`config.mk`:
```
export PLATFORM = sky130hd
export DESIGN_NAME = branch_unit
export DESIGN_NICKNAME = d
export VERILOG_FILES = /design/src/backend_pkg.sv /design/src/branch_unit.sv
export SDC_FILE = /design/constraint.sdc
export NUM_CORES = 1
export LEC_CHECK = 0
export ABC_AREA = 1
export BUFFER_PORTS_ARGS = -buffer_cell sky130_fd_sc_hd__buf_2
export CORE_ASPECT_RATIO = 2
export CORE_MARGIN = 8
export CORE_UTILIZATION = 37
export CTS_CLUSTER_SIZE = 24
export DETAILED_ROUTE_END_ITERATION = 12
export PLACE_DENSITY = 0.91
export SLEW_MARGIN = 15
export SYNTH_ARGS = -nofsm -noshare
export SYNTH_HDL_FRONTEND = slang
export SYNTH_SLANG_ARGS = --single-unit
```
`constraint.sdc`:
```
create_clock -name clk_in -period 2.4 [get_ports clk_in]
set_input_delay 0.48 -clock clk_in [delete_from_list [all_inputs] [get_ports clk_in]]
set_output_delay 0.48 -clock clk_in [all_outputs]
set_load 0.01 [all_outputs]
```
`src/backend_pkg.sv`:
```
`default_nettype none

package backend_pkg;

    localparam int word_size       = 32;
    localparam int num_arch_regs   = 16;
    localparam int num_phys_regs   = 32;
    localparam int rob_entries     = 8;
    localparam int offset_width    = 19;
    localparam int free_list_depth = num_phys_regs - num_arch_regs;
    localparam int read_ports      = 4;   // alu src1/src2, bru src1/src2

    typedef logic [word_size-1:0]                 word_t;
    typedef logic [$clog2(num_arch_regs)-1:0]     arch_idx_t;
    typedef logic [$clog2(num_phys_regs)-1:0]     phys_idx_t;
    typedef logic [$clog2(rob_entries)-1:0]       rob_ptr_t;
    typedef logic [$clog2(rob_entries):0]         rob_cnt_t;
    typedef logic [$clog2(free_list_depth)-1:0]   free_ptr_t;
    typedef logic [$clog2(free_list_depth):0]     free_cnt_t;

    typedef enum logic {
        unit_alu,
        unit_bru
    } unit_e;

    typedef enum logic [2:0] {
        alu_add,
        alu_sub,
        alu_and,
        alu_or,
        alu_xor,
        alu_sll
    } alu_op_e;

    // signed compare of src1 against src2
    typedef enum logic [1:0] {
        cond_eq,
        cond_ne,
        cond_lt,
        cond_ge
    } bru_cond_e;

    typedef struct packed {
        logic        use_imm;
        logic [15:0] imm;       // sign-extended at the alu
        logic [3:0]  pad;
    } alu_fields_t;

    typedef struct packed {
        logic               predict_taken;
        bru_cond_e          cond;
        logic signed [17:0] offset;
    } bru_fields_t;

    // the same 21 bits, decoded by the unit that gets the op
    typedef union packed {
        alu_fields_t alu;
        bru_fields_t bru;
    } uop_data_u;

    typedef struct packed {
        logic      valid;
        unit_e     unit;
        alu_op_e   alu_op;
        arch_idx_t dest;    // only alu ops write it
        arch_idx_t src1;
        arch_idx_t src2;
        word_t     pc;
        uop_data_u data;
    } uop_t;

    typedef struct packed {
        uop_t      uop;
        phys_idx_t phys_dest;
        phys_idx_t phys_src1;
        phys_idx_t phys_src2;
        phys_idx_t old_phys_dest;  // returned to the free list at commit
        logic      has_dest;
    } renamed_uop_t;

    typedef struct packed {
        logic      valid;
        rob_ptr_t  rob_ptr;
        uop_t      uop;
        phys_idx_t phys_dest;
        word_t     src1_val;
        word_t     src2_val;
    } issue_pkt_t;

    typedef struct packed {
        logic      valid;
        rob_ptr_t  rob_ptr;
        phys_idx_t phys_dest;
        logic      has_dest;
        word_t     result;     // branches carry the correction offset here
        logic      taken;
        logic      mispredict;
    } writeback_t;

    typedef struct packed {
        arch_idx_t               arch_dest;
        logic                    has_dest;
        word_t                   value;
        logic                    is_branch;
        word_t                   pc;
        logic                    taken;
        logic                    mispredict;
        logic [offset_width-1:0] correction_offset;
    } commit_t;

    typedef struct packed {
        logic                    resolved;
        logic                    taken;
        logic                    pc_incorrect;
        word_t                   pc;
        logic [offset_width-1:0] correction_offset;
    } bru_resolve_t;

endpackage

`default_nettype wire

```
`src/branch_unit.sv`:
```
`default_nettype none
`timescale 1ns/1ps

module branch_unit (
    input  logic                    clk_in,
    input  logic                    rst_n,
    input  backend_pkg::issue_pkt_t issue,
    output backend_pkg::writeback_t wb
);
    import backend_pkg::*;

    bru_fields_t             f;
    logic                    taken;
    logic [offset_width-1:0] correction;

    assign f = issue.uop.data.bru;

    always_comb begin
        case (f.cond)
            cond_eq: taken = issue.src1_val == issue.src2_val;
            cond_ne: taken = issue.src1_val != issue.src2_val;
            cond_lt: taken = $signed(issue.src1_val) <  $signed(issue.src2_val);
            cond_ge: taken = $signed(issue.src1_val) >= $signed(issue.src2_val);
        endcase
    end

    // not taken falls through to the next op
    assign correction = taken ? {f.offset[17], f.offset} : offset_width'(4);

    always_ff @(posedge clk_in) begin
        if (!rst_n) begin
            wb.valid <= 1'b0;
        end else begin
            wb.valid <= issue.valid;
        end
        wb.rob_ptr    <= issue.rob_ptr;
        wb.phys_dest  <= issue.phys_dest;
        wb.has_dest   <= 1'b0;   // branches write no register
        wb.result     <= {{(word_size-offset_width){correction[offset_width-1]}}, correction};
        wb.taken      <= taken;
        wb.mispredict <= taken != f.predict_taken;
    end

endmodule

`default_nettype wire

```
After elaboration in Yosys (flattened, before gate mapping)
Cells that the tools add are included.
{ "word_totals": {"ff_bits": 30, "latch_bits": 0, "ram_bits": 0, "mem_bits_ro": 0, "input_bits": 145, "memories": 0} }
{ "classes": {"addsub": 0, "multipliers": 0, "n_div": 0, "n_lt_le_gt_ge": 2, "n_eq_ne": 6, "n_shift": 0, "muxes": 2, "bitwise": 0, "reduce_logical": 1} }
{ "ops": {"columns": ["op", "n"], "rows": [
  ["$eq 32x32->1", 1],
  ["$ge 32x32->1", 1],
  ["$lt 32x32->1", 1],
  ["$ne 32x32->1", 1],
  ["$mux 19", 1],
  ["$eq 2x2->1 const B", 2],
  ["$pmux 1 s4", 1],
  ["$eq 2x1->1 const B", 1],
  ["$logic_not 2->1", 1],
  ["$ne 1x1->1", 1]
]} }

Longest topological paths before layout
{ "logic_depth": {"ltp_word": 3, "depth_mapped": 20, "depth_no_buf": 19} }

Least setup slack after synthesis
OpenSTA, ideal clock, no wires.
{ "synth_timing": {"kind": "in2reg", "from": "input port issue[31] (netlist bit)", "to": "register wb[10] (netlist bit)", "setup_time_ps": 112, "arrival_ps": 1985, "setup_slack_ps": 303, "path_stages": 15, "path_buffers": 1, "cell_sequence": "inv_1 > ha_1 > nand2_1 > inv_1 > nor3_1 > nand2_1 > a21oi_1 > nand2_1 > nand2_1 > nand3_1 > nand3_2 > nand2_4 > inv_4 > buf_12 > nor2_4"} }
{ "synth_between": {"elab_chain_len": 2} }
{ "synth_lines": {"columns": ["item", "line_no", "source"], "rows": [
  ["start, declared", "branch_unit.sv:7", "input backend_pkg::issue_pkt_t issue,"],
  ["$ge 32x32->1 (tied with other cells)", "branch_unit.sv:23", "cond_ge: taken = $signed(issue.src1_val) >= $signed(issue.src2_val);"],
  ["$pmux 1 s4 (*)", "branch_unit.sv:19", "case (f.cond)"],
  ["net taken", "branch_unit.sv:13", "logic taken;"],
  ["end, declared", "branch_unit.sv:8", "output backend_pkg::writeback_t wb"]
]} }
Mark *: on every way through the listed nets, which the timed path passes. The rest lies on a longest branch.
A chain may end at the register's enable or synchronous reset.

Final worst setup path
{ "layout_timing": {"from": "input port issue[31] (netlist bit)", "to": "register wb[5] (netlist bit)"} }
Same word-level chain as after synthesis.

==> results.md <==
* Slew Limit Fails at 0
* Register area share after synthesis at 0.298
* CP arrival at approximately 2.3 ns
* Core Box Area at 0.00509 sq mm
* Initial Util at 0.383
* CP required at 2.55 ns
* Via density at 4.34
* Max-cap violations at 0
* GRT Total Usage at 0.127
* Via Count at 1907
* Post-route clock period utilization at 0.888
* Crit Path Category: in -> reg
* Setup-failing EPs final at 0
* DRT iter0 DRCs at 76
* Vias in the first global route at 1953
* Distinct cells, synth at 22
* DRC at 0
* Yosys reg bits at 29
* Largest register FFs at 29
* NumNets Final at 557
* Worst-path maximum fanout at 17
* Die ar. at 0.00798 sq mm
* Pre-CTS setup slack at -0.0432 ns
* Io pins at roughly 190
* Syn-to-layout area delta at 37.6%
* Chip Width at 67.3 um
* Sink Count at 29
* CTS tree: yes
* WL final at roughly 5300 um
* Largest register by flop count: wb
* Min Tclk post-route at 2.13 ns
* Yosys warning total at 0
* Final-layout fill cell count at 483
* Root Buffer: clkbuf_8
* Core Rows at 37
* Diodes inserted at 0
* Setup crit end kind: flip-flop
* Hold WC Path Type: in -> reg
* Total CTS buffers at 5
* CTS clk-pin slew, worst paths at 0.06 ns
* Total iterations of the first detailed-routing run at 4
* Peak VDD IR at 0.479 mV
* Max Clock Freq at 0.469 GHz
* Leak at 1.71 nW
* Die Y at 119 um
* Crit start category: input pin
* Hold_ws at 0.304 ns
* Drt wl/cell at approximately 12 um
* P per Cell Area at 479 mW/mm^2
* Largest regs: wb (29)
* Largest net degree at the start of global routing at 18
* GR Overflow Total at 0
* Post-Syn Nets at 427
* I/O Buffers at 138
* Antenna Nets Post-Route at 0
* RD Place Congestion at 0.775
* Status: complete, no violations
* Share of cells above drive strength 1 at 0.444
* RSZ-0062 raised after global routing: no
* Total Power at 1.28 mW
* Post-Syn Instances at 250
* Fin. Hold Viols at 0
* H-tree depth at 2
* DPL Wire Length at 4940 um
* Longest Clk Path Bufs at 2
* First-pass GRT wire length at 8160 um
* Synthesized cell area at 0.00195 sq mm
* Average size of a mapped cell at ~8 sq um
* Initial antenna violation count at 0
* Final WS setup at 0.268 ns
## Yosys cell counts
cell     instances  area, sq um
a21o_1           2         15.0
a21oi_1         12         60.1
and2_4           1         8.76
buf_12           1         20.0
buf_4           15          113
conb_1           1         3.75
dfxtp_1         29          581
ha_1            32          400
inv_1           64          240
inv_4            1         6.26
nand2_1         43          161
nand2_2          2         12.5
nand2_4          2         22.5
nand3_1          8         40.0
nand3_2          2         20.0
nand4_1          2         12.5
nor2_1          14         52.6
nor2_2           1         6.26
nor2_4          12          135
nor3_1           2         10.0
nor4_2           1         12.5
o21ai_0          3         15.0
## repair_timing
action                                  in CTS  in global routing
hold buffers                                 0                  0
gates resized for setup                      0                  1
endpoints found under the setup margin       0                  3
setup buffers                                0                  0
hold endpoints to repair                     0                  0
## power breakdown
part | internal, mW | switching, mW | leakage, nW | total [mW]
registers | 0.520 | 0.0127 | 0.243 | 0.533
clock network | 0.199 | 0.174 | 0.0439 | 0.373
logic | 0.172 | 0.206 | 1.43 | 0.378
total | 0.892 | 0.393 | 1.71 | 1.28
## stage by stage
step	std cells	TNS [ns]	area, sq um	utilization
2_1_floorplan	250	0	1950	-
3_3_place_gp	431	0	2590	0.508
3_5_place_dp	431	-0.234	2590	0.508
4_1_cts	439	0	2670	0.525
5_1_grt	439	0	2680	0.527
6_report	439	0	2680	0.527
## worst max-delay path, stage by stage
cell and delay, ns:
buf_2 0.07, inv_1 0.03, ha_1 0.32, nand2_2 0.10, a21oi_1 0.07, nor3_1 0.14, nand2_1 0.09, a21oi_1 0.21
nand2_1 0.10, nand2_1 0.06, nand3_1 0.07, nand3_2 0.10, nand2_4 0.08, inv_4 0.27, nor2_1 0.08
## path summary, 6_finish.rpt
| path | start | depth (start not counted) | slack, ns | endpoint |
|---|---|---|---|---|
| max | issue[31] | 15 | 0.27 | wb[5]$_SDFF_PN0_ |
| min | issue[65] | 1 | 0.30 | wb[36]$_DFF_P_ |
## cell usage in the layout, fill, tap and decap left out, drive strengths merged
cell,instances
nor2,27
a21o,2
clkinvlp,1
and2,1
clkbuf,5
nor3,2
nand2,47
nand4,2
nand3,10
nor4,1
dfxtp,29
conb,1
buf,139
clkinv,2
o21ai,3
inv,65
a21oi,12
ha,32
## per-layer routing
layer | up-vias | track usage | routed length [um]
met2 | 90 | 0.254 | 2990
met4 | 0 | 0.0632 | 122
met3 | 8 | 0.0312 | 591
met1 | 814 | 0.103 | 1610
met5 | - | 0 | 0
li1 | 995 | - | -
## area by class of cell
cell class | count | area (sq um) | share of cell area
flip-flops and latches | 29 | 581 | 0.217
well taps | 58 | 72.6 | 0.0271
multi-input cells | 140 | 997 | 0.372
inverters | 65 | 246 | 0.0919
repair buffers | 139 | 698 | 0.260
clock inverters | 3 | 17.5 | 0.00653
clock buffers | 5 | 68.8 | 0.0257
## kinds of logic after synthesis
group	count (synthesis)	share of synthesized area
AND/OR/NAND/NOR	90	0.254
buffers and inverters	81	0.195
adder cells (fa/ha/maj)	32	0.206
flip-flops	29	0.298
AO/OA/AOI/OAI	17	0.0462
other	1	0.00192
(Power assumes the default switching activity.)
