$ cat config.mk
export PLATFORM = sky130hd
export DESIGN_NAME = reg_file
export DESIGN_NICKNAME = d
export VERILOG_FILES = /design/src/backend_pkg.sv /design/src/reg_file.sv
export SDC_FILE = /design/constraint.sdc
export NUM_CORES = 2
export LEC_CHECK = 0
export BUFFER_PORTS_ARGS = -buffer_cell sky130_fd_sc_hd__buf_2
export CORE_UTILIZATION = 45
export CTS_BUF_LIST = sky130_fd_sc_hd__clkbuf_2 sky130_fd_sc_hd__clkbuf_4 sky130_fd_sc_hd__clkbuf_8
export CTS_CLUSTER_DIAMETER = 80
export DETAILED_ROUTE_END_ITERATION = 12
export PLACE_DENSITY_LB_ADDON = 0.15
export SKIP_LAST_GASP = 1
export SLEW_MARGIN = 10
export SYNTH_ARGS = -nofsm -noshare
export SYNTH_HDL_FRONTEND = slang
export SYNTH_SLANG_ARGS = --single-unit
$ cat constraint.sdc
create_clock -name clk_in -period 4.6 [get_ports clk_in]
set_clock_uncertainty 0.1 [all_clocks]
set_input_delay 0 -clock clk_in [delete_from_list [all_inputs] [get_ports clk_in]]
set_output_delay 0 -clock clk_in [all_outputs]
set_load 0.02 [all_outputs]
$ cat src/backend_pkg.sv
`default_nettype none

package backend_pkg;

    localparam int word_size       = 32;
    localparam int num_arch_regs   = 16;
    localparam int num_phys_regs   = 32;
    localparam int rob_entries     = 8;
    localparam int offset_width    = 19;
    localparam int free_list_depth = num_phys_regs - num_arch_regs;
    localparam int read_ports      = 4;   // alu src1/src2, bru src1/src2

    typedef logic [word_size-1:0]                 word_t;
    typedef logic [$clog2(num_arch_regs)-1:0]     arch_idx_t;
    typedef logic [$clog2(num_phys_regs)-1:0]     phys_idx_t;
    typedef logic [$clog2(rob_entries)-1:0]       rob_ptr_t;
    typedef logic [$clog2(rob_entries):0]         rob_cnt_t;
    typedef logic [$clog2(free_list_depth)-1:0]   free_ptr_t;
    typedef logic [$clog2(free_list_depth):0]     free_cnt_t;

    typedef enum logic {
        unit_alu,
        unit_bru
    } unit_e;

    typedef enum logic [2:0] {
        alu_add,
        alu_sub,
        alu_and,
        alu_or,
        alu_xor,
        alu_sll
    } alu_op_e;

    // signed compare of src1 against src2
    typedef enum logic [1:0] {
        cond_eq,
        cond_ne,
        cond_lt,
        cond_ge
    } bru_cond_e;

    typedef struct packed {
        logic        use_imm;
        logic [15:0] imm;       // sign-extended at the alu
        logic [3:0]  pad;
    } alu_fields_t;

    typedef struct packed {
        logic               predict_taken;
        bru_cond_e          cond;
        logic signed [17:0] offset;
    } bru_fields_t;

    // the same 21 bits, decoded by the unit that gets the op
    typedef union packed {
        alu_fields_t alu;
        bru_fields_t bru;
    } uop_data_u;

    typedef struct packed {
        logic      valid;
        unit_e     unit;
        alu_op_e   alu_op;
        arch_idx_t dest;    // only alu ops write it
        arch_idx_t src1;
        arch_idx_t src2;
        word_t     pc;
        uop_data_u data;
    } uop_t;

    typedef struct packed {
        uop_t      uop;
        phys_idx_t phys_dest;
        phys_idx_t phys_src1;
        phys_idx_t phys_src2;
        phys_idx_t old_phys_dest;  // returned to the free list at commit
        logic      has_dest;
    } renamed_uop_t;

    typedef struct packed {
        logic      valid;
        rob_ptr_t  rob_ptr;
        uop_t      uop;
        phys_idx_t phys_dest;
        word_t     src1_val;
        word_t     src2_val;
    } issue_pkt_t;

    typedef struct packed {
        logic      valid;
        rob_ptr_t  rob_ptr;
        phys_idx_t phys_dest;
        logic      has_dest;
        word_t     result;     // branches carry the correction offset here
        logic      taken;
        logic      mispredict;
    } writeback_t;

    typedef struct packed {
        arch_idx_t               arch_dest;
        logic                    has_dest;
        word_t                   value;
        logic                    is_branch;
        word_t                   pc;
        logic                    taken;
        logic                    mispredict;
        logic [offset_width-1:0] correction_offset;
    } commit_t;

    typedef struct packed {
        logic                    resolved;
        logic                    taken;
        logic                    pc_incorrect;
        word_t                   pc;
        logic [offset_width-1:0] correction_offset;
    } bru_resolve_t;

endpackage

`default_nettype wire

$ cat src/reg_file.sv
`default_nettype none
`timescale 1ns/1ps

module reg_file (
    input  logic                                  clk_in,
    input  logic                                  rst_n,
    input  backend_pkg::phys_idx_t                read_idx [backend_pkg::read_ports],
    output backend_pkg::word_t                    read_data [backend_pkg::read_ports],
    input  logic                                  alloc_valid,
    input  backend_pkg::phys_idx_t                alloc_reg,
    input  backend_pkg::writeback_t               alu_wb,
    input  backend_pkg::writeback_t               bru_wb,
    output logic [backend_pkg::num_phys_regs-1:0] scoreboard
);
    import backend_pkg::*;

    word_t      regs_q [num_phys_regs];
    writeback_t wb_port [2];

    assign wb_port[0] = alu_wb;
    assign wb_port[1] = bru_wb;

    always_comb begin
        for (int i = 0; i < read_ports; i++) begin
            read_data[i] = regs_q[read_idx[i]];
        end
    end

    always_ff @(posedge clk_in) begin
        if (!rst_n) begin
            for (int i = 0; i < num_phys_regs; i++) begin
                regs_q[i] <= '0;
            end
            scoreboard <= '1;   // every register holds a value
        end else begin
            if (alloc_valid) scoreboard[alloc_reg] <= 1'b0;  // value now pending
            for (int p = 0; p < 2; p++) begin
                if (wb_port[p].valid && wb_port[p].has_dest) begin
                    regs_q[wb_port[p].phys_dest]     <= wb_port[p].result;
                    scoreboard[wb_port[p].phys_dest] <= 1'b1;
                end
            end
        end
    end

    // a result only lands in a register that rename marked pending
    for (genvar p = 0; p < 2; p++) begin : g_wb_check
        wb_to_pending: assert property (@(posedge clk_in) disable iff (!rst_n)
            wb_port[p].valid && wb_port[p].has_dest |-> !scoreboard[wb_port[p].phys_dest]);
    end

endmodule

`default_nettype wire

[Yosys cells after proc, flatten, opt, wreduce, memory -nomap -nowiden]
Memories as Yosys holds them, arrays and structs flattened.
Index checks and enable logic that the tools add are counted.
Storage, ports and cells
  bits in registers: 32
  bits in writable memories: 1024
  output and inout port bits: 160
  memories kept: 1
Memory list
  regs_q: depth 32, width 32, rd ports 4, clocked after memory_dff 0, write ports 32, RTL line reg_file.sv:17  | word_t regs_q [num_phys_regs];
Cells by class
  $lt $le $gt $ge: 6
  mux-type cells: 24
  bitwise gates (word level): 4
  reductions and logical operators: 7
Operators with widths (count)
  $mux W32: 7
  $or A32 B32 Y32: 2
  $reduce_or A32 Y1: 2
  $and A32 B32 Y32: 1
  $not A32 Y32: 1
  $lt A5 B6 Y1 const B: 3
  $demux W1 S5: 3
  $ge A5 B1 Y1 const B: 3
  $mux W1: 12
  $mux W5: 2
  $logic_and A1 B1 Y1: 5

[Longest topological paths before layout]
  depth after elaboration: 13
  gate-level depth with buffers: 10
  mapped depth without buffers: 5

[Worst setup path before layout]
OpenSTA, ideal clock, no wires.
  path kind: input port to flip-flop
  start: in rst_n
  end: mem regs_q[0][0] (netlist bit) (enable)
  setup time: 437 ps
  arrival time: 2704 ps
  path slack: 1359 ps
  stages: 7
  path through: buf_2 and3_1 buf_2 or3b_1 buf_4 buf_6 o221ai_1
RTL lines
  from (decl): RTL line reg_file.sv:6  | input logic rst_n,
  to (decl): RTL line reg_file.sv:17

==> impl_metrics.yaml <==
status:
  status: "complete, but fails checks"
  violations: "max-capacitance violations"
synthesis:
  seq_area_frac_synth_pct: 40.31
  synth.avg_cell_area_um2: 10.63
  synth_most_common_cell: "mux2i_1"
  synth-main-ff-cell: "edfxtp_1"
  ys_warn_count: 0
  ys_types: 35
  synthCells: 7327
  ys_seq_elements: 1056
  yosys-top-cells-area: "edfxtp_1, mux2i_1, a22o_1, a22oi_1, clkbuf_1"
  yosys.area.top_type_share_pct: 39.49
  synth_top_area_cell: "edfxtp_1"
  synth_edf_count: 1024
  async_flop_share_pct: 0
  syn-cell-area_um2: 77870
  synth.net_count: 7443
  synth_commonest_cells: "mux2i_1, a22o_1, edfxtp_1"
timing:
  tns_ns: 0
  rsz0062_at_grt: "no"
  fin_crit_ns: 3.605
  fin_crit_sh_pct: 78.37
  slew_headroom_pct: 0.3669
  finalMaxSlewViolations: 0
  hold_viol: 0
  fmax_mhz: 277.4
  worstMarginPinSlew_ns: 1.489
  whs_ns: 0.08497
  setup_violations: 0
die:
  rows: 152
  die_w_um: 418.0
  coreArea_um2: 171700
  fp.dieH_um: 418.0
  io_pins: 276
  die_area_um2: 174700
  start_util_pct: 45.35
clock_network:
  cts_hold_buf: 129
  numCtsBuffers: 195
  cts_max_path_buffers: 3
  clk_latency_ns: 1.00
  htreeDepth: 4
  postCtsSetupBuffers: 0
  path_clk_slew_ns: 0.06
  cts.sinks: 1056
  cts_resized: 0
  cts_tree: "yes"
  cts-root-buf: "clkbuf_8"
worst_hold_path:
  min_to: "scoreboard[0]"
  holdCritPathClass: "input pin to flop"
  holdPathStages: 5
  hold_start: "alloc_valid"
placement:
  gp_congestion: 0.9372
  dpl.hpwl_um: 222100
  io_buffers: 265
power_and_ir_drop:
  p_clk_share_pct: 35.2
  p_sw_mw: 8.962
  seqPwrFrac_pct: 43.5
  swShare_pct: 33.40
  p_int_mw: 17.87
  combPwrFrac_pct: 21.3
  leakagePower_nw: 35.37
  p_per_area_nw_per_um2: 305.1
  vdd_ir_drop_max_mv: 0.2391
  totalPowerFinal_mw: 26.83
setup_path:
  startpoint: "rst_n"
  endpoint_kind: "flop"
  required_ns: 5.37
  worst_r2r_endpoint: "scoreboard[7]"
  critPathKind: "input pin to flop"
  start_kind: "input pin"
  cp.arrival_ns: 4.37
  rrSetupSlack_ns: 2.85
  crit_fanout: 34
  ff2ff_path_depth: 4
  rr_startpoint: "scoreboard[7]"
run:
  maxCapViolCount: 1
drt:
  wl_um: 403600
  drcViolationCount: 0
  vias: 74340
  drt-initial-drc-count: 11520
  viasPerCell: 7.584
  wl_per_cell_um: 41.18
  first_pass_iters: 8
  ant_nets: 0
final_layout:
  final_util_pct: 51.21
  area_growth_pct: 12.93
  drive_gt1_share_pct: 13.80
  final_net_count: 7441
grt:
  grt_usage_pct: 44.46
  gr-total-overflow: 0
  grt_pass1_wl_um: 546100
  grt_antenna_before_repair: 23
  grt_start_max_net_pins: 74
  grt_pass1_vias: 70700
logic make-up (layout without fill, tap and decap cells):
group                  count (synthesis)  in the layout  synth area share, %
and+or+nand+nor                     1072           1072                6.469
DFF                                 1056           1056                40.31
muxes                               2048           2048                26.32
other                                  0              9                    0
buffers and inverters                911           1067                4.738
AOI/OAI and AO/OA                   2240           2240                22.16
cells in the final DEF, fill, tap and decap left out, types with 40 or more instances in the layout:
master            n
mux2i_1        2048
buf_4           252
a22o_1         1280
buf_12           65
a31oi_1         128
buf_2           261
nand2_1         390
a22oi_1         384
clkbuf_4         59
dlygate4sd3_1   129
a21oi_1         384
edfxtp_1       1024
clkbuf_8        201
nor3_1          128
nand3_1         392
clkinv_1         40
worst max-delay path, cell delays in order:
cell and delay, ns:
dlygate4sd3_1 0.52, buf_2 0.10, buf_4 0.67, and3_1 0.35, nand3_1 0.09, dlygate4sd3_1 0.55
buf_4 0.19, nor3_2 0.72, buf_12 0.41, a22o_1 0.18, dlygate4sd3_1 0.55
area by class of cell:
| cell class | count | area (um2) |
|---|---|---|
| clock buffers | 260 | 3209 |
| fillers | 15270 | 83790 |
| clock inverters | 95 | 686.9 |
| multi-input cells | 5360 | 43870 |
| repair buffers | 712 | 5878 |
| well taps | 2310 | 2890 |
| flip-flops and latches | 1056 | 31390 |
| diodes | 9 | 22.52 |
sequential cells by signal, indices dropped and copies added (netlist names):
name	cells
scoreboard	32
regs_q	1024
worst max path at each step:
stage	to	depth (start not counted)
after CTS	regs_q[3][29]	11
final	regs_q[3][29]	11
after detailed placement	regs_q[8][5]	7
after global placement	regs_q[8][7]	7
after global routing	regs_q[3][29]	11
after floorplan	regs_q[0][0]	7
power by group through the flow:
stage / registers [mW] / clock network, mW / logic (mW)
final: 11.7 / 9.45 / 5.71
after global routing: 11.7 / 9.79 / 5.80
after CTS: 11.6 / 9.41 / 5.46
after detailed placement: 11.8 / 0 / 5.39
after global placement: 11.8 / 0 / 5.33
after floorplan: 11.7 / 0 / 3.28
through the flow:
step | cell area, um2 | worst slack [ns] | instances
after floorplan | 77870 | 1.359 | 7327
after global placement | 82700 | 1.453 | 9308
after detailed placement | 82730 | 1.371 | 9309
after CTS | 87920 | 1.210 | 9793
after global routing | 87920 | 0.9224 | 9794
final | 87940 | 0.9949 | 9802
per-layer routing:
layer	part of all wire (%)	up-vias	global-route usage, %	wire, um
met5	0.038	-	0.1667	155
met1	35	35990	54.18	141400
met4	10	18	38.33	40360
met2	41	6972	63.39	165500
met3	14	2184	13.97	56210
li1	-	29180	-	-
Note: power is estimated with default switching activity, not from simulation.
