===== src/backend_pkg.sv =====
`default_nettype none

package backend_pkg;

    localparam int word_size       = 32;
    localparam int num_arch_regs   = 16;
    localparam int num_phys_regs   = 32;
    localparam int rob_entries     = 8;
    localparam int offset_width    = 19;
    localparam int free_list_depth = num_phys_regs - num_arch_regs;
    localparam int read_ports      = 4;   // alu src1/src2, bru src1/src2

    typedef logic [word_size-1:0]                 word_t;
    typedef logic [$clog2(num_arch_regs)-1:0]     arch_idx_t;
    typedef logic [$clog2(num_phys_regs)-1:0]     phys_idx_t;
    typedef logic [$clog2(rob_entries)-1:0]       rob_ptr_t;
    typedef logic [$clog2(rob_entries):0]         rob_cnt_t;
    typedef logic [$clog2(free_list_depth)-1:0]   free_ptr_t;
    typedef logic [$clog2(free_list_depth):0]     free_cnt_t;

    typedef enum logic {
        unit_alu,
        unit_bru
    } unit_e;

    typedef enum logic [2:0] {
        alu_add,
        alu_sub,
        alu_and,
        alu_or,
        alu_xor,
        alu_sll
    } alu_op_e;

    // signed compare of src1 against src2
    typedef enum logic [1:0] {
        cond_eq,
        cond_ne,
        cond_lt,
        cond_ge
    } bru_cond_e;

    typedef struct packed {
        logic        use_imm;
        logic [15:0] imm;       // sign-extended at the alu
        logic [3:0]  pad;
    } alu_fields_t;

    typedef struct packed {
        logic               predict_taken;
        bru_cond_e          cond;
        logic signed [17:0] offset;
    } bru_fields_t;

    // the same 21 bits, decoded by the unit that gets the op
    typedef union packed {
        alu_fields_t alu;
        bru_fields_t bru;
    } uop_data_u;

    typedef struct packed {
        logic      valid;
        unit_e     unit;
        alu_op_e   alu_op;
        arch_idx_t dest;    // only alu ops write it
        arch_idx_t src1;
        arch_idx_t src2;
        word_t     pc;
        uop_data_u data;
    } uop_t;

    typedef struct packed {
        uop_t      uop;
        phys_idx_t phys_dest;
        phys_idx_t phys_src1;
        phys_idx_t phys_src2;
        phys_idx_t old_phys_dest;  // returned to the free list at commit
        logic      has_dest;
    } renamed_uop_t;

    typedef struct packed {
        logic      valid;
        rob_ptr_t  rob_ptr;
        uop_t      uop;
        phys_idx_t phys_dest;
        word_t     src1_val;
        word_t     src2_val;
    } issue_pkt_t;

    typedef struct packed {
        logic      valid;
        rob_ptr_t  rob_ptr;
        phys_idx_t phys_dest;
        logic      has_dest;
        word_t     result;     // branches carry the correction offset here
        logic      taken;
        logic      mispredict;
    } writeback_t;

    typedef struct packed {
        arch_idx_t               arch_dest;
        logic                    has_dest;
        word_t                   value;
        logic                    is_branch;
        word_t                   pc;
        logic                    taken;
        logic                    mispredict;
        logic [offset_width-1:0] correction_offset;
    } commit_t;

    typedef struct packed {
        logic                    resolved;
        logic                    taken;
        logic                    pc_incorrect;
        word_t                   pc;
        logic [offset_width-1:0] correction_offset;
    } bru_resolve_t;

endpackage

`default_nettype wire


===== src/alu_unit.sv =====
`default_nettype none
`timescale 1ns/1ps

module alu_unit (
    input  logic                    clk_in,
    input  logic                    rst_n,
    input  backend_pkg::issue_pkt_t issue,
    output backend_pkg::writeback_t wb
);
    import backend_pkg::*;

    alu_fields_t f;
    word_t       op_a;
    word_t       op_b;
    word_t       result;

    assign f    = issue.uop.data.alu;
    assign op_a = issue.src1_val;
    assign op_b = f.use_imm ? {{(word_size-16){f.imm[15]}}, f.imm} : issue.src2_val;

    always_comb begin
        case (issue.uop.alu_op)
            alu_add: result = op_a + op_b;
            alu_sub: result = op_a - op_b;
            alu_and: result = op_a & op_b;
            alu_or:  result = op_a | op_b;
            alu_xor: result = op_a ^ op_b;
            alu_sll: result = op_a << op_b[4:0];   // low five bits only
            default: result = '0;
        endcase
    end

    // one cycle of latency, valid is the only reset flop
    always_ff @(posedge clk_in) begin
        if (!rst_n) begin
            wb.valid <= 1'b0;
        end else begin
            wb.valid <= issue.valid;
        end
        wb.rob_ptr    <= issue.rob_ptr;
        wb.phys_dest  <= issue.phys_dest;
        wb.has_dest   <= 1'b1;
        wb.result     <= result;
        wb.taken      <= 1'b0;
        wb.mispredict <= 1'b0;
    end

endmodule

`default_nettype wire


===== config.mk =====
export PLATFORM = sky130hd
export DESIGN_NAME = alu_unit
export DESIGN_NICKNAME = d
export VERILOG_FILES = /design/src/backend_pkg.sv /design/src/alu_unit.sv
export SDC_FILE = /design/constraint.sdc
export NUM_CORES = 1
export LEC_CHECK = 0
export ABC_AREA = 1
export CAP_MARGIN = 20
export CORE_AREA = 10 10 141 143
export CTS_BUF_LIST = sky130_fd_sc_hd__clkbuf_4 sky130_fd_sc_hd__clkbuf_8
export DETAILED_ROUTE_END_ITERATION = 6
export DIE_AREA = 0 0 151 153
export DONT_BUFFER_PORTS = 1
export GPL_TIMING_DRIVEN = 0
export PLACE_DENSITY = 0.65
export RECOVER_POWER = 50
export SETUP_SLACK_MARGIN = 0.15
export SLEW_MARGIN = 20
export SYNTH_ARGS = -nofsm -noshare
export SYNTH_HDL_FRONTEND = slang
export SYNTH_SLANG_ARGS = --single-unit

===== constraint.sdc =====
create_clock -name clk_in -period 4.1 [get_ports clk_in]
set_input_delay 0.615 -clock clk_in [delete_from_list [all_inputs] [get_ports clk_in]]
set_output_delay 0.615 -clock clk_in [all_outputs]
set_load 0.005 [all_outputs]

Yosys cells after proc, flatten, opt, wreduce, memory -nomap -nowiden --
Cells that the tools add are included.
Storage, ports and cells: register bits 41, bits of input ports 145, output and inout bits 44, logic and storage cells 18
Cells by class: add/subtract/negate cells 2, eq/ne operators 5, shift-type cells 1, mux-type cells 2, bitwise logic cells 3, reduce and logical (&&, ||, !) cells 1
Operator list (count):
- $pmux W32 S6 | 1
- $add A32 B32 Y32 | 1
- $and A32 B32 Y32 | 1
- $mux W32 | 1
- $or A32 B32 Y32 | 1
- $shl A32 B5 Y32 | 1
- $sub A32 B32 Y32 | 1
- $xor A32 B32 Y32 | 1
- $eq A3 B2 Y1 const B | 2
- $eq A3 B3 Y1 const B | 2
- $eq A3 B1 Y1 const B | 1
- $logic_not A3 Y1 | 1

Depth between registers and ports, before layout --
depth after elaboration 3, gate-level depth with buffers 26, mapped depth without buffers 24

Worst setup path after synthesis --
Ideal clock, no wire load.
kind input to register, from input port issue[89] in the netlist's numbering, to register wb[28] in the netlist's numbering, setup time 0.126 ns, arrival time 3.343 ns, data required time 3.974 ns, slack 0.630 ns, stages on the path 23, buffers on the path 3, cells stage by stage buf_6 -> buf_6 -> nand2_1 -> nand2_2 -> buf_2 -> ha_1 -> nand3_2 -> nor2_2 -> nand2_2 -> o21ai_2 -> o21ai_2 -> o21ai_1 -> nand2_1 -> ha_1 -> nand2_1 -> nor2_1 -> nand2_1 -> nor4_1 -> nand2_1 -> nand3_1 -> nand2_1 -> nand3_1 -> nand3_1
On the way: word-level cells in the longest chain between the ends 3, elaborated cells between the ends (all ways) 8, those cells by class 2 x add/sub; 1 x shift; 2 x mux; 3 x bitwise
RTL lines:
- start: declaration | RTL line alu_unit.sv:7 | input backend_pkg::issue_pkt_t issue,
- $mux W32 * | RTL line alu_unit.sv:19 | assign op_b = f.use_imm ? {{(word_size-16){f.imm[15]}}, f.imm} : issue.src2_val;
- $sub A32 B32 Y32, or another cell as far along | RTL line alu_unit.sv:24 | alu_sub: result = op_a - op_b;
- $pmux W32 S6 * | RTL line alu_unit.sv:22 | case (issue.uop.alu_op)
- named net result[26] | RTL line alu_unit.sv:15 | word_t result;
- end: declaration | RTL line alu_unit.sv:8 | output backend_pkg::writeback_t wb
Mark *: on every way through the listed nets, which the timed path passes. The rest lies on a longest branch. A chain may end at the register's enable or synchronous reset.

Worst setup path in the final report --
from input port issue[89] in the netlist's numbering, to register wb[25] in the netlist's numbering
Same word-level chain as after synthesis.

==> impl_results.md <==
* Final cycle utilization of the critical path at between 90% and 100%
* Post-route cell area at 0.008383 mm²
* Synthesized area per cell at between 5 and 6 µm²
* Post-synth EDFFs at 0
* Async S/R FF share, synth at 0%
* CP Class: input port to flip-flop
* Regs by FF count: wb x41
* GP Congestion at approximately 1.0
* Largest net degree at the start of global routing at 14
* Placed Area at between 0.008 and 0.009 mm²
* Area Growth Syn to Fin at 6.467%
* Seq cells post-synth at slightly above 40
* Initial antenna violation count at 0
* Initial Util at 46.16%
* # hold bufs at CTS at 0
* Pre-Repair DR Iteration Count at 7
* Clk buf depth at 2
* Reg power frac at between 20% and 30%
* Crit path required time at ~4.3 ns
* First-pass GRT wire length at between 50000 and 60000 µm
* Htree depth at 2
* Sw Share at between 50% and 60%
* Mapped Cells at around 1400
* Cell Pwr Density at 243.0 mW/mm²
* Vias at around 9400
* Slew @ Worst Pin at between 0.8 and 0.9 ns
* Reg area at 820.8 µm²
* Layout cells sized above 1 at a little over 10%
* Top fanout value on the critical path at 13
* Slew headroom at around 44%
* Psw at about 1.1 mW
* Grt ovf at 0
* Residual DRC count at 0
* Post-synth cell types at 45
* Max incr delay on CP at 0.35 ns
* CTS buffer count at 5
* Port buffer count at 0
* Number of fillers in the final layout at between 1500 and 2000
* Vias in the first global route at 8491
* Setup-violating endpoint count in the final report at 0
* Ys flop type: dfxtp_1
* Tmin final at 3.813 ns
* Worst hold margin at slightly above 0.3 ns
* MaxCap Viol Count at 0
* Critical path's slowest cell: ha_1
* CP startpoint kind: input port
* Multi-input gate area at 0.006266 mm²
* Cell mode on critical path: nand2_1
* Combinational share of power at about three fifths
* Die H at about 150 µm
* CTS clk-pin slew, worst paths at 0.10 ns
* Most common cell after layout, fill and taps aside: nand2_1
* Sequential area share after synthesis at 10.42%
* Status: finished clean
* Top achievable clock speed at approximately 0.26 GHz
* Antenna-violating nets left at 0
* Drt via density at between 5 and 6
* Unrepaired setup endpoints after global routing: no
* DPL Wire Length at 29080 µm
* P_leak at roughly 4.4 nW
* Antenna Cells at 0
* Total GRT Usage at 28.85%
* Max FFs per register at roughly 40
* Mapped Area at approximately 0.008 mm²
* Crit-path cells: buf_6 -> buf_6 -> nand2_1 -> nand2_4 -> buf_8 -> ha_1 -> nand3_2 -> nor2_4 -> nand2_4 -> o21ai_4 -> xor2_1 -> ha_1 -> a21oi_1 -> o21ai_0 -> a21oi_1 -> nand2_1 -> nand2_1 -> nand3b_1 -> nand3_1 -> nand3_1
* Row count at 48
* Critical Path AT at between 4 and 5 ns
* CTS tree: yes
* Commonest cells after routing, fill and taps aside: nand2_1 (399), nand3_1 (171), inv_1 (145)
* Clock Sinks at 41
* Power share of the clock group at roughly 16%
* P_int at 0.9849 mW
* Max Slew Vio Count at 0
* Drt total wl at between 30000 and 40000 µm
* Endpoints failing hold at 0
* Die Wd at between 150 and 200 µm
* Io pins at 189
* Routed WL per cell at between 20 and 25 µm
* Layout net count at about 1600
* DRT iter0 DRCs at ~1100
* Maximum VDD drop at about 160 µV
* Core ar. at 0.01706 mm²
* CP endpoint kind: flip-flop
* Root Driver: clkbuf_8
* Syn. warnings at 0
* Die area at 0.02310 mm²
* Largest reg by FF count: wb
* Hold Crit Class: input port to flip-flop
metrics by stage:
step / cells / utilization [%] / power (mW) / setup WS (ns) / setup TNS [ns]
2_1_floorplan: 1352 / - / 1.338 / 0.6305 / 0
3_3_place_gp: 1577 / 47.84 / 1.662 / -0.4039 / -2.422
3_5_place_dp: 1577 / 47.84 / 1.665 / -0.4515 / -3.158
4_1_cts: 1585 / 48.56 / 1.987 / 0.1574 / 0
5_1_grt: 1587 / 49.15 / 2.186 / 0.1608 / 0
6_report: 1587 / 49.15 / 2.037 / 0.2872 / 0
what timing repair did:
item | in CTS | in global routing
endpoints found under the hold margin | 0 | 0
gates resized for setup | 8 | 20
setup endpoints to repair | 4 | 18
pin swaps | 0 | 5
buffers inserted | 0 | 2
kinds of logic after synthesis:
kind of cell	share of synthesized area, %
xor+xnor	3.003
fa+ha+maj	15.83
buf+inv	11.23
other cells	0.09538
compound gates	13.63
simple gates	45.78
flops	10.42
power groups by stage:
stage	Clock, mW	Combinational [mW]	Sequential (mW)
global route	0.333	1.35	0.499
CTS	0.318	1.17	0.495
finish	0.319	1.23	0.491
global placement	0	1.16	0.503
floorplan	0	0.849	0.489
detailed placement	0	1.16	0.504
synth_stat cells (all sizes together) (3+ instances only):
cell type | instances | area [µm²]
nor3 | 14 | 80.08
a221oi | 30 | 262.8
dfxtp | 41 | 820.8
nand3b | 5 | 37.54
xor2 | 25 | 219.0
or2 | 5 | 31.28
ha | 98 | 1226
nand2 | 441 | 1815
inv | 153 | 581.8
o211ai | 18 | 135.1
nand4 | 14 | 87.58
nor2 | 147 | 636.9
a21oi | 54 | 270.3
o21bai | 3 | 22.52
clkbuf | 15 | 56.30
nand3 | 175 | 890.9
o221ai | 3 | 26.28
o21ai | 58 | 297.8
buf | 36 | 246.5
final timing paths:
path / from / end / depth (start not counted)
setup / recovery: issue[89] / wb[25] / 20
hold / removal: issue[67] / wb[38] / 0
final cells by class:
cell class,count,area share [%]
Tap cell,225,3.358
Clock inverter,2,0.1642
Buffer,51,3.836
Multi-Input combinational cell,1107,74.75
Clock buffer,6,0.9851
Inverter,153,6.940
Timing Repair Buffer,2,0.1791
Sequential cell,41,9.791
per-layer routing:
layer	routed length [µm]	global-route usage, %	part of all wire [%]
met2	14760	43.71	42
met1	14490	38.24	42
met4	1434	11.19	4.1
met3	4065	7.056	12
met5	0	0	0
critical path: cells and delay by family:
family | cells | cell delay [ns]
compound gates | 4 | 0.72
simple gates | 10 | 1.33
xor+xnor | 1 | 0.31
buf+inv | 3 | 0.49
fa+ha+maj | 2 | 0.55
No activity file was read; power rests on OpenSTA's default activity.
