`src/backend_pkg.sv`:
```
`default_nettype none

package backend_pkg;

    localparam int word_size       = 32;
    localparam int num_arch_regs   = 16;
    localparam int num_phys_regs   = 32;
    localparam int rob_entries     = 8;
    localparam int offset_width    = 19;
    localparam int free_list_depth = num_phys_regs - num_arch_regs;
    localparam int read_ports      = 4;   // alu src1/src2, bru src1/src2

    typedef logic [word_size-1:0]                 word_t;
    typedef logic [$clog2(num_arch_regs)-1:0]     arch_idx_t;
    typedef logic [$clog2(num_phys_regs)-1:0]     phys_idx_t;
    typedef logic [$clog2(rob_entries)-1:0]       rob_ptr_t;
    typedef logic [$clog2(rob_entries):0]         rob_cnt_t;
    typedef logic [$clog2(free_list_depth)-1:0]   free_ptr_t;
    typedef logic [$clog2(free_list_depth):0]     free_cnt_t;

    typedef enum logic {
        unit_alu,
        unit_bru
    } unit_e;

    typedef enum logic [2:0] {
        alu_add,
        alu_sub,
        alu_and,
        alu_or,
        alu_xor,
        alu_sll
    } alu_op_e;

    // signed compare of src1 against src2
    typedef enum logic [1:0] {
        cond_eq,
        cond_ne,
        cond_lt,
        cond_ge
    } bru_cond_e;

    typedef struct packed {
        logic        use_imm;
        logic [15:0] imm;       // sign-extended at the alu
        logic [3:0]  pad;
    } alu_fields_t;

    typedef struct packed {
        logic               predict_taken;
        bru_cond_e          cond;
        logic signed [17:0] offset;
    } bru_fields_t;

    // the same 21 bits, decoded by the unit that gets the op
    typedef union packed {
        alu_fields_t alu;
        bru_fields_t bru;
    } uop_data_u;

    typedef struct packed {
        logic      valid;
        unit_e     unit;
        alu_op_e   alu_op;
        arch_idx_t dest;    // only alu ops write it
        arch_idx_t src1;
        arch_idx_t src2;
        word_t     pc;
        uop_data_u data;
    } uop_t;

    typedef struct packed {
        uop_t      uop;
        phys_idx_t phys_dest;
        phys_idx_t phys_src1;
        phys_idx_t phys_src2;
        phys_idx_t old_phys_dest;  // returned to the free list at commit
        logic      has_dest;
    } renamed_uop_t;

    typedef struct packed {
        logic      valid;
        rob_ptr_t  rob_ptr;
        uop_t      uop;
        phys_idx_t phys_dest;
        word_t     src1_val;
        word_t     src2_val;
    } issue_pkt_t;

    typedef struct packed {
        logic      valid;
        rob_ptr_t  rob_ptr;
        phys_idx_t phys_dest;
        logic      has_dest;
        word_t     result;     // branches carry the correction offset here
        logic      taken;
        logic      mispredict;
    } writeback_t;

    typedef struct packed {
        arch_idx_t               arch_dest;
        logic                    has_dest;
        word_t                   value;
        logic                    is_branch;
        word_t                   pc;
        logic                    taken;
        logic                    mispredict;
        logic [offset_width-1:0] correction_offset;
    } commit_t;

    typedef struct packed {
        logic                    resolved;
        logic                    taken;
        logic                    pc_incorrect;
        word_t                   pc;
        logic [offset_width-1:0] correction_offset;
    } bru_resolve_t;

endpackage

`default_nettype wire

```
`src/rename_unit.sv`:
```
`default_nettype none
`timescale 1ns/1ps

module rename_unit (
    input  logic                      clk_in,
    input  logic                      rst_n,
    input  backend_pkg::uop_t         insn,
    input  logic                      accept,
    input  logic                      free_valid,
    input  backend_pkg::phys_idx_t    free_reg,
    output backend_pkg::renamed_uop_t renamed,
    output logic                      can_rename
);
    import backend_pkg::*;

    phys_idx_t map_q [num_arch_regs];
    phys_idx_t fifo_q [free_list_depth];   // free physical registers
    free_ptr_t rd_ptr_q;
    free_ptr_t wr_ptr_q;
    free_cnt_t count_q;
    logic      pop;

    // lookups are combinational, the rob sees the op in the same cycle
    always_comb begin
        renamed.uop           = insn;
        renamed.has_dest      = insn.valid && (insn.unit == unit_alu);
        renamed.phys_src1     = map_q[insn.src1];
        renamed.phys_src2     = map_q[insn.src2];
        renamed.old_phys_dest = map_q[insn.dest];
        renamed.phys_dest     = fifo_q[rd_ptr_q];  // head of the free list
    end

    assign pop        = accept && renamed.has_dest;
    assign can_rename = !renamed.has_dest || (count_q != '0);

    always_ff @(posedge clk_in) begin
        if (!rst_n) begin
            // identity map, the upper half starts out free
            for (int i = 0; i < num_arch_regs; i++) begin
                map_q[i] <= phys_idx_t'(i);
            end
            for (int i = 0; i < free_list_depth; i++) begin
                fifo_q[i] <= phys_idx_t'(num_arch_regs + i);
            end
            rd_ptr_q <= '0;
            wr_ptr_q <= '0;
            count_q  <= free_cnt_t'(free_list_depth);
        end else begin
            if (pop) begin
                map_q[insn.dest] <= renamed.phys_dest;
                rd_ptr_q         <= rd_ptr_q + 1'b1;
            end
            if (free_valid) begin
                fifo_q[wr_ptr_q] <= free_reg;   // old mapping from commit
                wr_ptr_q         <= wr_ptr_q + 1'b1;
            end
            count_q <= count_q + free_cnt_t'(free_valid) - free_cnt_t'(pop);
        end
    end

    // ready from the top must keep an empty free list from being popped
    pop_not_empty: assert property (@(posedge clk_in) disable iff (!rst_n)
        pop |-> (count_q != '0));

endmodule

`default_nettype wire

```
`config.mk`:
```
export PLATFORM = sky130hd
export DESIGN_NAME = rename_unit
export DESIGN_NICKNAME = d
export VERILOG_FILES = /design/src/backend_pkg.sv /design/src/rename_unit.sv
export SDC_FILE = /design/constraint.sdc
export NUM_CORES = 1
export LEC_CHECK = 0
export BUFFER_PORTS_ARGS = -buffer_cell sky130_fd_sc_hd__clkbuf_2
export CORE_ASPECT_RATIO = 1.4
export CORE_MARGIN = 2
export CORE_UTILIZATION = 57
export DETAILED_ROUTE_END_ITERATION = 6
export HOLD_SLACK_MARGIN = 0.02
export PLACE_DENSITY = 0.84
export SLEW_MARGIN = 15
export SYNTH_ARGS = -nofsm -noshare
export SYNTH_HDL_FRONTEND = slang
export SYNTH_SLANG_ARGS = --single-unit
```
`constraint.sdc`:
```
create_clock -name clk_in -period 3.6 [get_ports clk_in]
set_clock_uncertainty 0.2 [all_clocks]
set_input_delay 0.72 -clock clk_in [delete_from_list [all_inputs] [get_ports clk_in]]
set_output_delay 0.72 -clock clk_in [all_outputs]
set_load 0.02 [all_outputs]
```
After elaboration in Yosys (flattened, before gate mapping):

Memories as Yosys holds them, arrays and structs flattened. A register that Yosys moved wholly into a read port is not among the register bits.
Index checks and enable logic that the tools add are counted.

* bits of input ports: 79
* RAM bits: 160
* memories: 2
* output and inout bits: 92
* memory bits (read-only): 0
* bits in registers: 13
* logic and storage cells: 32
* latch bits: 0

* reduce and logical (&&, ||, !) cells: 7
* divide/modulo/power cells: 0
* bitwise gates (word level): 1
* shift operators: 0
* eq/ne operators: 0
* multiply operators: 0
* multiplexer cells: 15
* $add $sub $neg: 4
* order comparisons: 0

Memories
* fifo_q: words 16, width 5, read ports 1, clocked after memory_dff 1, wr ports 16, RTL line rename_unit.sv:17 `phys_idx_t fifo_q [free_list_depth];`
* map_q: words 16, width 5, read ports 3, clocked after memory_dff 0, wr ports 16, RTL line rename_unit.sv:16 `phys_idx_t map_q [num_arch_regs];`

Operators with widths (count)
* two-way mux 4 bit: 4
* two-way mux 5 bit: 2
* OR reduction 5 bit: 2
* two-way mux 1 bit: 9
* adder 4 x 1 -> 4 bit, second input constant: 2
* adder 5 x 1 -> 5 bit: 1
* nonzero test 5 bit: 1
* subtractor 5 x 1 -> 5 bit: 1
* logical AND 1 bit: 2
* zero test 1 bit: 1
* logical OR 1 bit: 1
* NOT 1 bit: 1

Longest topological paths before layout:

* depth in word-level cells: 8
* gate-level depth with buffers: 11
* mapped depth without buffers: 11

Least setup slack after synthesis:

No wires, ideal clock.

* path kind: input -> register
* start: input insn[69] (netlist bit)
* end: register count_q[4]
* data required time: 3326 ps
* path buffers: 0
* setup time: 74 ps
* cell stages on the path: 11
* data arrival time: 2862 ps
* slack: 464 ps
* cells stage by stage: nor2b_1 > nand2_1 > or2_2 > nand2_1 > ha_1 > inv_1 > fa_1 > nor2b_1 > o21bai_1 > and3_1 > o21ai_0

* word-level cells in the longest chain between the ends: 3

RTL lines
* start, declared: RTL line rename_unit.sv:7 `input backend_pkg::uop_t insn,`
* logical AND 1 bit: RTL line rename_unit.sv:26 `renamed.has_dest = insn.valid && (insn.unit == unit_alu);`
* logical AND 1 bit: RTL line rename_unit.sv:33 `assign pop = accept && renamed.has_dest;`
* subtractor 5 x 1 -> 5 bit: RTL line rename_unit.sv:57 `count_q <= count_q + free_cnt_t'(free_valid) - free_cnt_t'(pop);`
* end signal, assigned: RTL line rename_unit.sv:47 `count_q <= free_cnt_t'(free_list_depth);`
* end signal, assigned: RTL line rename_unit.sv:57
* end, declared: RTL line rename_unit.sv:20 `free_cnt_t count_q;`

No other way between the ends.
A chain may end at the register's enable or synchronous reset.

==> flow_summary.toml <==
[status]
outcome = "complete, no violations"

[routing]
ant_nets = 0
routed_wirelength_um = 22400
wl_per_cell_um = 22.2
topRoutingLayerUsed = "met4"
drt_first_pass_iters = 5
m1WireLength_um = 7400
avgViaCountPerCell = 6.19
met2WireLength_um = 12200
drt_iter0_drc = 774
num_vias = 6236
dr_wl_met3_um = 1830
drc = 0

[clocking]
cts_tree = "yes"
cts_buffer_depth = 2
cts.sinks = 177
cts_buffers = 17
clk_pin_slew_worst_paths_ns = 0.07
cts-resized-gates = 0
cts_root_buf = "clkbuf_16"
cts_setup_buffers = 0
insertion_delay_ns = 0.44
h-tree-depth = 4
holdBufCountCts = 0

[timing]
period_share_pct = 90.0
drv_slew = 0
rsz0062_at_grt = "no"
setup_tns_ns = 0
setup_violations = 0
max_slew_margin_pct = 49.5
whs_ns = 0.315
hold_violations = 0
tightest_slew_ns = 0.750
fmax_mhz = 309
fin_crit_ns = 3.24

[yosys]
synth_cells = 780
synth_top_family_by_area = "multiplexers"
synth-edff-count = 160
synth-compound-area-share_pct = 5.01
synthAdderAreaFrac_pct = 1.45
synth_area_um2 = 10000
synth_xor_xnor_area_share_pct = 0.611
syn_avg_cell_area_um2 = 12.9
synth_area_leaders = "edfxtp_1, mux4_2, buf_4"
synth.distinct_cells = 44
synth_top_area_cell = "edfxtp_1"
yosysWarnings = 0
synth_seq_cells = 177
synth_simple_gate_area_share_pct = 15.0
synth_async_sr_flop_share_pct = 0
yosysTopAreaCellShare_pct = 47.9
synth-seq-area-share_pct = 51.3
synth-main-ff-cell = "edfxtp_1"
muxShareOfSynthArea_pct = 18.5
synth_nets = 870

[critical_path]
reg2reg_depth = 6
crit_type = "reg2out"
worstReg2RegEnd = "map_q[1][0]$_SDFFCE_PN1P_"
cp-start-kind = "flop"
critPathMaxStageDelay_ns = 0.57
path_delay_family = "multiplexers"
rrSetupSlack_ns = 0.99
arrival_ns = 2.32
cp_cell_sequence = "buf_4, mux4_2, mux2_2, o21ai_4, inv_2, clkbuf_2"
path_buf_inv = 3
slowest_stage = "mux4_2"
critPathMaxFanout = 19
cp_data_required_time_ns = 2.68
worstSetupEndpointType = "primary output"

[pwr]
power_leakage_uw = 0.00358
p_int_uw = 3500
comb_power_share_pct = 12.6
p_clk_share_pct = 38.1
sw_frac_of_total_pct = 26.1
peakVddDrop_uv = 274
seqPwrFrac_pct = 49.3
power_switching_uw = 1240
power.density_nw_per_um2 = 447

[die]
coreArea_um2 = 17300
die-area_um2 = 18700
die_x_um = 116
num_rows = 57
fp.dieH_um = 161
start_util_pct = 57.9
io-pin-count = 171

[global_routing]
grt_usage_pct = 25.2
grt_pass1_vias = 6263
grt_max_degree = 29
grt_antenna_before_repair = 0
grt_pass1_wl_um = 34700
grt.overflow.total = 0

[place]
hpwl_um = 15900
place_congestion = 0.890
io_buffer_count = 58
place_area_um2 = 10000

[finish]
design_area_um2 = 10600
layout.nets = 849
diodes = 0
layout-drive-gt1-share_pct = 32.9
syn_to_final_growth_pct = 5.76
final_common_cell = "edfxtp_1"
most-common-layout-cells = "edfxtp_1, nand2_1, mux4_2, clkbuf_2, or2_2"

[min_path]
holdPathEnd = "rd_ptr_q[1]$_SDFFE_PN0P_"
min_from = "rd_ptr_q[1]$_SDFFE_PN0P_"
hold_class = "reg2reg"
whs_path_depth = 2

[flow_run]
drv_cap = 0
==> routing by layer <==
metal  track usage [%]  vias to the layer above
met5                 0                        -
met4              12.8                        0
met3              5.52                       85
met2              44.2                      363
met1              28.7                     2994
li1                  -                     2794
==> worst register-to-register path, cell delays in order, from the launching register on <==
cell	delay, ns
dfxtp_1	0.31
buf_4	0.34
mux4_2	0.58
mux2_2	0.32
o21ai_4	0.14
buf_4	0.28
nand3_1	0.16
==> worst max-delay path by stage <==
stage,from,to,cells past startpoint
2_1_floorplan,insn[69],count_q[4]$_SDFF_PN1_,11
3_3_place_gp,insn[61],renamed[4],6
3_5_place_dp,insn[69],count_q[4]$_SDFF_PN1_,12
4_1_cts,flop,renamed[17],6
5_1_grt,flop,renamed[17],6
6_report,flop,renamed[17],6
==> flip-flops by register name, indices dropped and copies added, names as in the netlist, named ones only <==
signal	flops
fifo_q	80
wr_ptr_q	4
map_q	80
rd_ptr_q	4
count_q	5
==> synthesized netlist by cell type (all sizes together), types with 3 or more instances <==
cell type and n:
edfxtp 160, nand2 103, buf 92, mux4 78
or2 49, nor2 44, and3 33, a22oi 30
clkbuf 27, nand3 19, a21oi 18, dfxtp 17
nor2b 14, inv 13, and2 12, ha 10
nor3 8, o21ai 7, a21boi 5, mux2i 5
nor3b 5, mux2 4, nand2b 4, nand4 4
o22a 4, xnor2 4, xor2 3
==> through the flow <==
stage	instances	utilization (%)	power [µW]	worst slack (ns)
2_1_floorplan	780	-	2890	0.464
3_3_place_gp	976	57.9	2960	0.446
3_5_place_dp	976	57.9	2970	0.348
4_1_cts	1008	61.2	4740	0.326
5_1_grt	1008	61.2	4880	0.247
6_report	1008	61.2	4740	0.361
==> final cells by class <==
class,instances,area [µm²]
Inverter,13,48.8
Multi-Input combinational cell,471,4070
Clock buffer,18,429
Fill cell,1308,6720
Sequential cell,177,5140
Tap cell,236,295
Timing Repair Buffer,79,485
Clock inverter,14,144
==> power groups by stage <==
stage               logic [µW]  registers, µW  clock network [µW]
finish                     597           2330                1810
global placement           585           2370                   0
floorplan                  531           2360                   0
global route               649           2340                1890
detailed placement         593           2380                   0
CTS                        597           2330                1810
==> cell families after synthesis <==
logic type,count (synthesis)
AND/OR/NAND/NOR,299
buffers and inverters,132
AO/OA/AOI/OAI,67
adder cells (fa/ha/maj),11
multiplexers,87
flip-flops,177
XOR/XNOR,7
Note: power is estimated with default switching activity, not from simulation.
